==> src/logic/pe_cfg.svh <==
`ifndef PE_CFG_SVH
`define PE_CFG_SVH

// value width for weights and pixels
`define PE_WORD_W 8

// product of two values
`define PE_PROD_W (2 * `PE_WORD_W)

// row and col coordinates
`define PE_COORD_W 8

// configuration inputs and counters
`define PE_COUNT_W 16

// weight slots per batch, also pixels per feature group
`define PE_LANES 4

// slot index width
`define PE_SLOT_W $clog2(`PE_LANES)

`endif

==> src/logic/pe_ctrl_pkg.sv <==
`include "pe_cfg.svh"

package pe_ctrl_pkg;

    // LOAD_WEIGHT covers the first PE_LANES accepted cycles of a batch
    typedef enum logic [1:0] {
        LOAD_WEIGHT,
        STREAM,
        DONE
    } seq_state_t;

    typedef logic [`PE_COUNT_W-1:0] count_t;

    typedef logic [`PE_SLOT_W-1:0] slot_t;

endpackage

==> src/logic/pe_data_pkg.sv <==
`include "pe_cfg.svh"

package pe_data_pkg;

    typedef logic signed [`PE_WORD_W-1:0]  word_t;
    typedef logic signed [`PE_PROD_W-1:0]  product_t;
    typedef logic signed [`PE_COORD_W-1:0] coord_t;

    // one sparse weight with its kernel position
    typedef struct packed {
        word_t  value;
        coord_t row;
        coord_t col;
    } weight_entry_t;

    typedef struct packed {
        word_t  value;
        coord_t row;
        coord_t col;
    } pixel_t;

    typedef pixel_t        [`PE_LANES-1:0] feature_group_t;
    typedef weight_entry_t [`PE_LANES-1:0] weight_bank_t;

    // index 0 holds the newest group
    typedef feature_group_t [`PE_LANES-1:0] feature_window_t;

    typedef struct packed {
        product_t product;
        coord_t   row_off;
        coord_t   col_off;
    } result_entry_t;

    // entry index is lane * PE_LANES + pixel
    typedef result_entry_t [`PE_LANES*`PE_LANES-1:0] result_block_t;

endpackage

==> src/logic/batch_sequencer.sv <==
`timescale 1ns/100ps
`include "pe_cfg.svh"

module batch_sequencer (
    input  logic                clk,
    input  logic                rst,
    input  logic                in_valid,
    input  pe_ctrl_pkg::count_t weight_total,
    input  pe_ctrl_pkg::count_t feature_total,
    output logic                weight_we,
    output pe_ctrl_pkg::slot_t  weight_slot,
    output logic                feature_shift,
    output pe_ctrl_pkg::count_t weight_count,
    output logic                done
);

    pe_ctrl_pkg::seq_state_t state;
    pe_ctrl_pkg::seq_state_t state_nxt;
    pe_ctrl_pkg::count_t     cycle_cnt;
    pe_ctrl_pkg::count_t     cycle_cnt_nxt;
    pe_ctrl_pkg::count_t     weight_count_nxt;
    logic                    accept;
    logic                    batch_end;
    logic                    load_last;

    // nothing is taken once the element is done
    assign accept        = in_valid && (state != pe_ctrl_pkg::DONE);
    assign feature_shift = accept;
    assign weight_we     = accept && (state == pe_ctrl_pkg::LOAD_WEIGHT);
    assign weight_slot   = cycle_cnt[`PE_SLOT_W-1:0];

    assign batch_end = accept && (cycle_cnt == feature_total - 1'b1);
    assign load_last = cycle_cnt == pe_ctrl_pkg::count_t'(`PE_LANES - 1);

    // includes a weight written on the batch's last cycle
    assign weight_count_nxt = weight_count + pe_ctrl_pkg::count_t'(weight_we);

    assign done = (state == pe_ctrl_pkg::DONE);

    always_comb begin
        state_nxt     = state;
        cycle_cnt_nxt = cycle_cnt;
        case (state)
            pe_ctrl_pkg::LOAD_WEIGHT,
            pe_ctrl_pkg::STREAM: begin
                if (batch_end) begin
                    cycle_cnt_nxt = '0;
                    if (weight_count_nxt == weight_total) begin
                        state_nxt = pe_ctrl_pkg::DONE;
                    end else begin
                        state_nxt = pe_ctrl_pkg::LOAD_WEIGHT;
                    end
                end else if (accept) begin
                    cycle_cnt_nxt = cycle_cnt + 1'b1;
                    if (state == pe_ctrl_pkg::LOAD_WEIGHT && load_last) begin
                        state_nxt = pe_ctrl_pkg::STREAM;
                    end
                end
            end
            default: begin
                // held until reset
                state_nxt = pe_ctrl_pkg::DONE;
            end
        endcase
    end

    always_ff @(posedge clk or posedge rst) begin
        if (rst) begin
            state        <= pe_ctrl_pkg::LOAD_WEIGHT;
            cycle_cnt    <= '0;
            weight_count <= '0;
        end else begin
            state        <= state_nxt;
            cycle_cnt    <= cycle_cnt_nxt;
            weight_count <= weight_count_nxt;
        end
    end

    // batches load whole banks, so the total must land on a bank boundary
    a_weight_total_ok: assert property (
        @(posedge clk) disable iff (rst)
        !done |-> (weight_total != '0) && (weight_total % `PE_LANES == 0)
    );

    // a batch needs room for all slot writes
    a_feature_total_ok: assert property (
        @(posedge clk) disable iff (rst)
        feature_total >= pe_ctrl_pkg::count_t'(`PE_LANES)
    );

endmodule

==> src/logic/operand_store.sv <==
`timescale 1ns/100ps
`include "pe_cfg.svh"

module operand_store (
    input  logic                         clk,
    input  logic                         rst,
    input  pe_data_pkg::weight_entry_t   weight_in,
    input  pe_data_pkg::feature_group_t  feature_in,
    input  logic                         weight_we,
    input  pe_ctrl_pkg::slot_t           weight_slot,
    input  logic                         feature_shift,
    output pe_data_pkg::weight_bank_t    weight_bank,
    output pe_data_pkg::feature_window_t feature_window
);

    // one slot per write, others keep their weight
    always_ff @(posedge clk or posedge rst) begin
        if (rst) begin
            weight_bank <= '0;
        end else if (weight_we) begin
            weight_bank[weight_slot] <= weight_in;
        end
    end

    // new group enters at 0, oldest falls off the top
    always_ff @(posedge clk or posedge rst) begin
        if (rst) begin
            feature_window <= '0;
        end else if (feature_shift) begin
            for (int k = `PE_LANES - 1; k > 0; k--) begin
                feature_window[k] <= feature_window[k-1];
            end
            feature_window[0] <= feature_in;
        end
    end

    // a weight only arrives together with its feature group
    a_we_with_shift: assert property (
        @(posedge clk) disable iff (rst)
        weight_we |-> feature_shift
    );

endmodule

==> src/logic/pe_array.sv <==
`timescale 1ns/100ps
`include "pe_cfg.svh"

module pe_array (
    input  logic                         clk,
    input  logic                         rst,
    input  pe_data_pkg::weight_bank_t    weight_bank,
    input  pe_data_pkg::feature_window_t feature_window,
    input  logic                         feature_shift,
    output pe_data_pkg::result_block_t   result,
    output logic                         out_valid
);

    pe_data_pkg::result_block_t block_nxt;
    logic                       compute_en;

    // lane i pairs weight slot i with the group from i shifts back
    always_comb begin
        for (int i = 0; i < `PE_LANES; i++) begin
            for (int j = 0; j < `PE_LANES; j++) begin
                block_nxt[i*`PE_LANES + j].product =
                    weight_bank[i].value * feature_window[i][j].value;
                // offsets wrap at coordinate width
                block_nxt[i*`PE_LANES + j].row_off =
                    feature_window[i][j].row - weight_bank[i].row;
                block_nxt[i*`PE_LANES + j].col_off =
                    feature_window[i][j].col - weight_bank[i].col;
            end
        end
    end

    // store has just been updated when this is high
    always_ff @(posedge clk or posedge rst) begin
        if (rst) begin
            compute_en <= 1'b0;
            out_valid  <= 1'b0;
        end else begin
            compute_en <= feature_shift;
            out_valid  <= compute_en;
        end
    end

    always_ff @(posedge clk) begin
        if (compute_en) begin
            result <= block_nxt;
        end
    end

    // store reset must reach every lane before the first result
    a_result_known: assert property (
        @(posedge clk) disable iff (rst)
        out_valid |-> !$isunknown(result)
    );

endmodule

==> src/logic/pe_top.sv <==
`timescale 1ns/100ps

module pe_top (
    input  logic                        clk,
    input  logic                        rst,
    input  logic                        in_valid,
    input  pe_data_pkg::weight_entry_t  weight_in,
    input  pe_data_pkg::feature_group_t feature_in,
    input  pe_ctrl_pkg::count_t         weight_total,
    input  pe_ctrl_pkg::count_t         feature_total,
    output pe_data_pkg::result_block_t  result,
    output logic                        out_valid,
    output pe_ctrl_pkg::count_t         weight_count,
    output logic                        done
);

    logic                         weight_we;
    pe_ctrl_pkg::slot_t           weight_slot;
    logic                         feature_shift;
    pe_data_pkg::weight_bank_t    weight_bank;
    pe_data_pkg::feature_window_t feature_window;

    batch_sequencer u_seq (
        .clk           (clk),
        .rst           (rst),
        .in_valid      (in_valid),
        .weight_total  (weight_total),
        .feature_total (feature_total),
        .weight_we     (weight_we),
        .weight_slot   (weight_slot),
        .feature_shift (feature_shift),
        .weight_count  (weight_count),
        .done          (done)
    );

    operand_store u_store (
        .clk            (clk),
        .rst            (rst),
        .weight_in      (weight_in),
        .feature_in     (feature_in),
        .weight_we      (weight_we),
        .weight_slot    (weight_slot),
        .feature_shift  (feature_shift),
        .weight_bank    (weight_bank),
        .feature_window (feature_window)
    );

    pe_array u_array (
        .clk            (clk),
        .rst            (rst),
        .weight_bank    (weight_bank),
        .feature_window (feature_window),
        .feature_shift  (feature_shift),
        .result         (result),
        .out_valid      (out_valid)
    );

endmodule

==> config.mk <==
export PLATFORM = sky130hd
export DESIGN_NAME = pe_top
export DESIGN_NICKNAME = d
export VERILOG_FILES = /design/src/logic/pe_ctrl_pkg.sv /design/src/logic/pe_data_pkg.sv /design/src/logic/batch_sequencer.sv /design/src/logic/operand_store.sv /design/src/logic/pe_array.sv /design/src/logic/pe_top.sv
export VERILOG_INCLUDE_DIRS = /design/src /design/src/logic
export SDC_FILE = /design/constraint.sdc
export NUM_CORES = 2
export LEC_CHECK = 0
export ABC_CLOCK_PERIOD_IN_PS = 21100
export BUFFER_PORTS_ARGS = -buffer_cell sky130_fd_sc_hd__buf_2
export CAP_MARGIN = 20
export CORE_MARGIN = 3
export CORE_UTILIZATION = 55
export CTS_BUF_LIST = sky130_fd_sc_hd__clkbuf_16
export CTS_CLUSTER_DIAMETER = 40
export CTS_CLUSTER_SIZE = 12
export DETAILED_ROUTE_END_ITERATION = 6
export PLACE_DENSITY = 0.83
export SLEW_MARGIN = 20
export SYNTH_ARGS = -nofsm -noshare
export SYNTH_HDL_FRONTEND = slang
export SYNTH_SLANG_ARGS = --single-unit
==> constraint.sdc <==
create_clock -name clk -period 21.1 [get_ports clk]
set_input_delay 2.11 -clock clk [delete_from_list [all_inputs] [get_ports clk]]
set_output_delay 2.11 -clock clk [all_outputs]
set_load 0.1 [all_outputs]
* Word level (Yosys, flattened, before mapping)
Index checks and enable logic that the tools add are counted. W data, S select, Z words.
Operators by class: reductions and logical operators 10, shift-type cells 0, divide/modulo/power cells 0, equality and inequality tests 8, order comparisons 2, $mul 16, muxes and demuxes 10, add/sub/neg operators 35, bitwise operators 0
Operators by type and width (count):
- $mul A8 B8 Y16 | 16
- $sub A8 B8 Y8 | 32
- $bwmux W96 | 1
- $demux W24 S2 | 1
- $eq A16 B16 Y1 | 2
- $mux W16 | 2
- $mux W24 | 1
- $add A16 B1 Y16 | 1
- $add A16 B1 Y16 const B | 1
- $eq A16 B2 Y1 const B | 1
- $sub A16 B1 Y16 const B | 1
- $mux W2 | 5
- $ne A3 B1 Y1 const B | 2
- $logic_and A1 B1 Y1 | 5
- $reduce_and A2 Y1 | 2
- $lt A2 B3 Y1 const B | 1
- $eq A2 B1 Y1 const B | 1
- $eq A2 B2 Y1 const B | 1
- $ge A2 B1 Y1 const B | 1
- $logic_not A2 Y1 | 1
- $ne A2 B2 Y1 const B | 1
- $reduce_bool A2 Y1 | 1
- $reduce_or A2 Y1 | 1
Storage, ports and cells: bits in latches 0, memories kept 0, register bits after elaboration 1028, memory bits (writable) 0, memory bits (read-only) 0, bits of input ports 155

* Logic depth before layout (Yosys ltp)
depth in word-level cells 8, mapped depth 20

* Modules after synthesis
A second synthesis with hierarchy kept.
Unflattened totals: cells, all modules 7598, area total of the unflattened synthesis 84927.7 um^2
Modules (own cells, without submodules):
- pe_array | cells an instance 6281, times used 1, area an instance 64578.2 um^2, seq. area each 15424.8 um^2
- operand_store | cells an instance 1016, times used 1, area an instance 17749.5 um^2, seq. area each 12011.5 um^2
- batch_sequencer | cells an instance 301, times used 1, area an instance 2600.0 um^2, seq. area each 850.8 um^2

* Worst setup path before layout
OpenSTA, ideal clock, no wires.
kind reg2reg, start point register u_array.compute_en, end point register u_array.out_valid, arrival 10690 ps, data required time 19855 ps, cell stages (with the launch flop) 1, library setup time 1245 ps, setup slack 9165 ps, path buffers 0, period minus slack after synthesis 11935 ps, cells stage by stage dfrtp_1
RTL lines:
- start, declared | RTL line pe_array.sv:15 | logic compute_en;
- start signal, assigned | RTL line pe_array.sv:38 | compute_en <= feature_shift;
- end signal, assigned | RTL line pe_array.sv:39 | out_valid <= compute_en;
- end, declared | RTL line pe_array.sv:11 | output logic out_valid
No word-level cell between the ends.

==> results.sh <==
export IMPL_synth_top_cells_by_area="fa_1 22%, edfxtp_1 18%, dfrtp_1 15%"
export IMPL_std_cell_rows=143
export IMPL_place_congestion=0.9444
export IMPL_endpoint_kind="flop"
export IMPL_drt_wl_total_mm=237.1
export IMPL_syn_to_final_growth_pct=12.83
export IMPL_fp_dieW_um=398.4
export IMPL_min_period_over_period=0.2555
export IMPL_tightest_slew_ns=1.118
export IMPL_grt_pass1_wl_mm=368.2
export IMPL_avgViaCountPerCell=5.510
export IMPL_synth_cells=8420
export IMPL_core_area_mm2=0.1524
export IMPL_grt_pass1_vias=64500
export IMPL_num_nets_final=10790
export IMPL_clk_pin_slew_ns=0.05
export IMPL_hold_buffers=0
export IMPL_rsz0062_at_grt="no"
export IMPL_route_detailed_drc=0
export IMPL_root_buffer="clkbuf_16"
export IMPL_yosys_warnings=0
export IMPL_synth_top_area_share=0.2156
export IMPL_final_layout_size_suffix_gt1_frac=0.1209
export IMPL_ant_nets=0
export IMPL_worstSetupPathType="reg -> reg"
export IMPL_synth_edf_count=512
export IMPL_status="completed"
export IMPL_async_flop_share=0.5019
export IMPL_drt_iter0_markers=5418
export IMPL_yosysTopAreaCell="fa_1"
export IMPL_finalSetupViolCount=0
export IMPL_cp_start_kind="flop"
export IMPL_synth_area_per_cell_um2=10.06
export IMPL_hpwl_mm=180.8
export IMPL_io_buffers=684
export IMPL_htree_levels=4
export IMPL_ys_seq_elements=1028
export IMPL_syn_area_mm2=0.08467
export IMPL_cts_buffer_depth=3
export IMPL_synthFlopType="dfrtp_1"
export IMPL_cts_sinks=1028
export IMPL_clock_latency_ns=0.82
export IMPL_cap_violations=0
export IMPL_worstHoldPathType="reg -> reg"
export IMPL_synth_cell_types=72
export IMPL_ios=685
export IMPL_ctsResizeCount=0
export IMPL_yosysMostFrequentCell="inv_1"
export IMPL_fin_crit_ns=5.391
export IMPL_max_freq_mhz=185.5
export IMPL_r2r_start="u_store.weight_bank[23]"
export IMPL_antenna_found_initial=42
export IMPL_grt_max_degree=134
export IMPL_fp_dieH_um=398.4
export IMPL_die_area_mm2=0.1587
export IMPL_cp_arrival_ns=5.93
export IMPL_fin_setup_tns_ns=0
export IMPL_postCtsSetupRepairBufs=0
export IMPL_grt_ovfl_total=0
export IMPL_slew_headroom=0.2545
export IMPL_cts_tree="built"
export IMPL_cts_inserted_buffers=160
export IMPL_wl_per_cell_um=21.13
export IMPL_slew_viol_final=0
export IMPL_ys_seq_area_frac=0.3341
export IMPL_grt_usage=0.3036
export IMPL_start_util=0.5555
export IMPL_cp_startpoint="u_store.weight_bank[23]"
export IMPL_clock_skew_ns=0.07814
export IMPL_hold_start="u_store.feature_window[326]"
export IMPL_crit_path_max_fanout=33
export IMPL_crit_required_ns=21.64
export IMPL_synth_common_cells="1510 x inv_1, 1383 x nand2_1, 912 x fa_1, 699 x and2_1, 695 x ha_1"
export IMPL_finalHoldViolCount=0
export IMPL_first_pass_iters=6
export IMPL_syn_nets=10180
export IMPL_vias=61840
## critical path, stage by stage, from the launching register on
cell     delay [ns]
dfrtp_1        1.05
nand2_1        0.30
fa_1           0.56
inv_1          0.06
fa_1           0.49
fa_1           0.51
inv_1          0.08
fa_1           0.49
inv_1          0.04
ha_1           0.21
o41ai_1        0.60
o21ai_0        0.24
o41a_1         0.37
xnor2_1        0.15
## layout by cell type (no fill, tap or decap), types with 15 or more instances in the layout
| master | n |
|---|---|
| clkinvlp_4 | 16 |
| nor3_1 | 47 |
| o21a_1 | 15 |
| nor4_1 | 20 |
| a21boi_0 | 15 |
| buf_2 | 684 |
| dfrtp_1 | 510 |
| fa_1 | 912 |
| xor2_1 | 141 |
| clkinv_1 | 19 |
| inv_1 | 1521 |
| nand2_1 | 1382 |
| a21o_1 | 91 |
| mux2_2 | 66 |
| nand3_1 | 33 |
| and3_1 | 21 |
| o21ai_0 | 270 |
| edfxtp_1 | 512 |
| inv_6 | 16 |
| nor2b_1 | 192 |
| nor2_1 | 152 |
| or3_1 | 18 |
| clkinv_2 | 16 |
| ha_1 | 695 |
| nand2b_1 | 108 |
| diode_2 | 28 |
| buf_4 | 48 |
| inv_8 | 25 |
| clkbuf_16 | 164 |
| a21oi_1 | 152 |
| and2_1 | 695 |
| xnor2_1 | 381 |
## path summary, 6_finish.rpt
| path | to | slack, ns | cells past startpoint |
|---|---|---|---|
| max | u_array.result[127] | 15.71 | 13 |
| min | u_store.feature_window[326] | 0.49 | 2 |
| max reg2reg | u_array.result[127] | 15.71 | 13 |
| min reg2reg | u_store.feature_window[326] | 0.49 | 2 |
| max in group asynchronous | u_store.feature_window[383] | 16.74 | 6 |
| min in group asynchronous | u_seq.weight_count[5] | 1.36 | 2 |
## routing by layer
layer	part of all wire	GRT usage	vias to the layer above
li1	-	-	27430
met1	0.40	0.4068	30970
met2	0.45	0.4597	2846
met3	0.10	0.07861	584
met4	0.055	0.1512	6
met5	0.00015	0	-
## state kept, by name, summed over array words and instances, names as in the netlist
signal and cells:
u_seq.cycle_cnt 16, u_store.weight_bank 96, u_array.out_valid 1, u_store.feature_window 384, u_array.result 512, u_seq.weight_count 16, u_array.compute_en 1, u_seq.state 2
## kinds of logic after synthesis
family	count (synthesis)	share of synthesized area
compound gates	661	0.04785
mux	69	0.009132
fa+ha+maj	1607	0.3183
xor+xnor	522	0.05399
flops	1028	0.3341
simple gates	2735	0.1564
buf+inv	1798	0.08021
## layout make-up
| type | count | area [um2] |
|---|---|---|
| fill | 11740 | 56900 |
| multi-input combinational | 5594 | 49610 |
| sequential | 1028 | 28300 |
| inverter | 1511 | 5687 |
| clock buffer | 164 | 4104 |
| timing repair buffer | 734 | 3831 |
| tap | 2030 | 2540 |
| clock inverter | 134 | 1401 |
| antenna | 28 | 70.07 |
## per-stage QoR
stage / cell area [um2] / utilization / hold WS (ns) / cells / setup slack, ns
after detailed placement: 89930 / 0.5899 / 0.4718 / 10900 / 15.53
after global routing: 95520 / 0.6266 / 0.5030 / 11220 / 15.41
after CTS: 95430 / 0.6260 / 0.4900 / 11190 / 15.62
after global placement: 89930 / 0.5899 / 0.4597 / 10900 / 15.60
after floorplan: 84670 / - / 0.4498 / 8420 / 4.577
final: 95540 / 0.6267 / 0.4916 / 11220 / 15.71
Power is not shown: default switching activity piles up to over one toggle a cycle in this logic, so the estimate is an artifact.
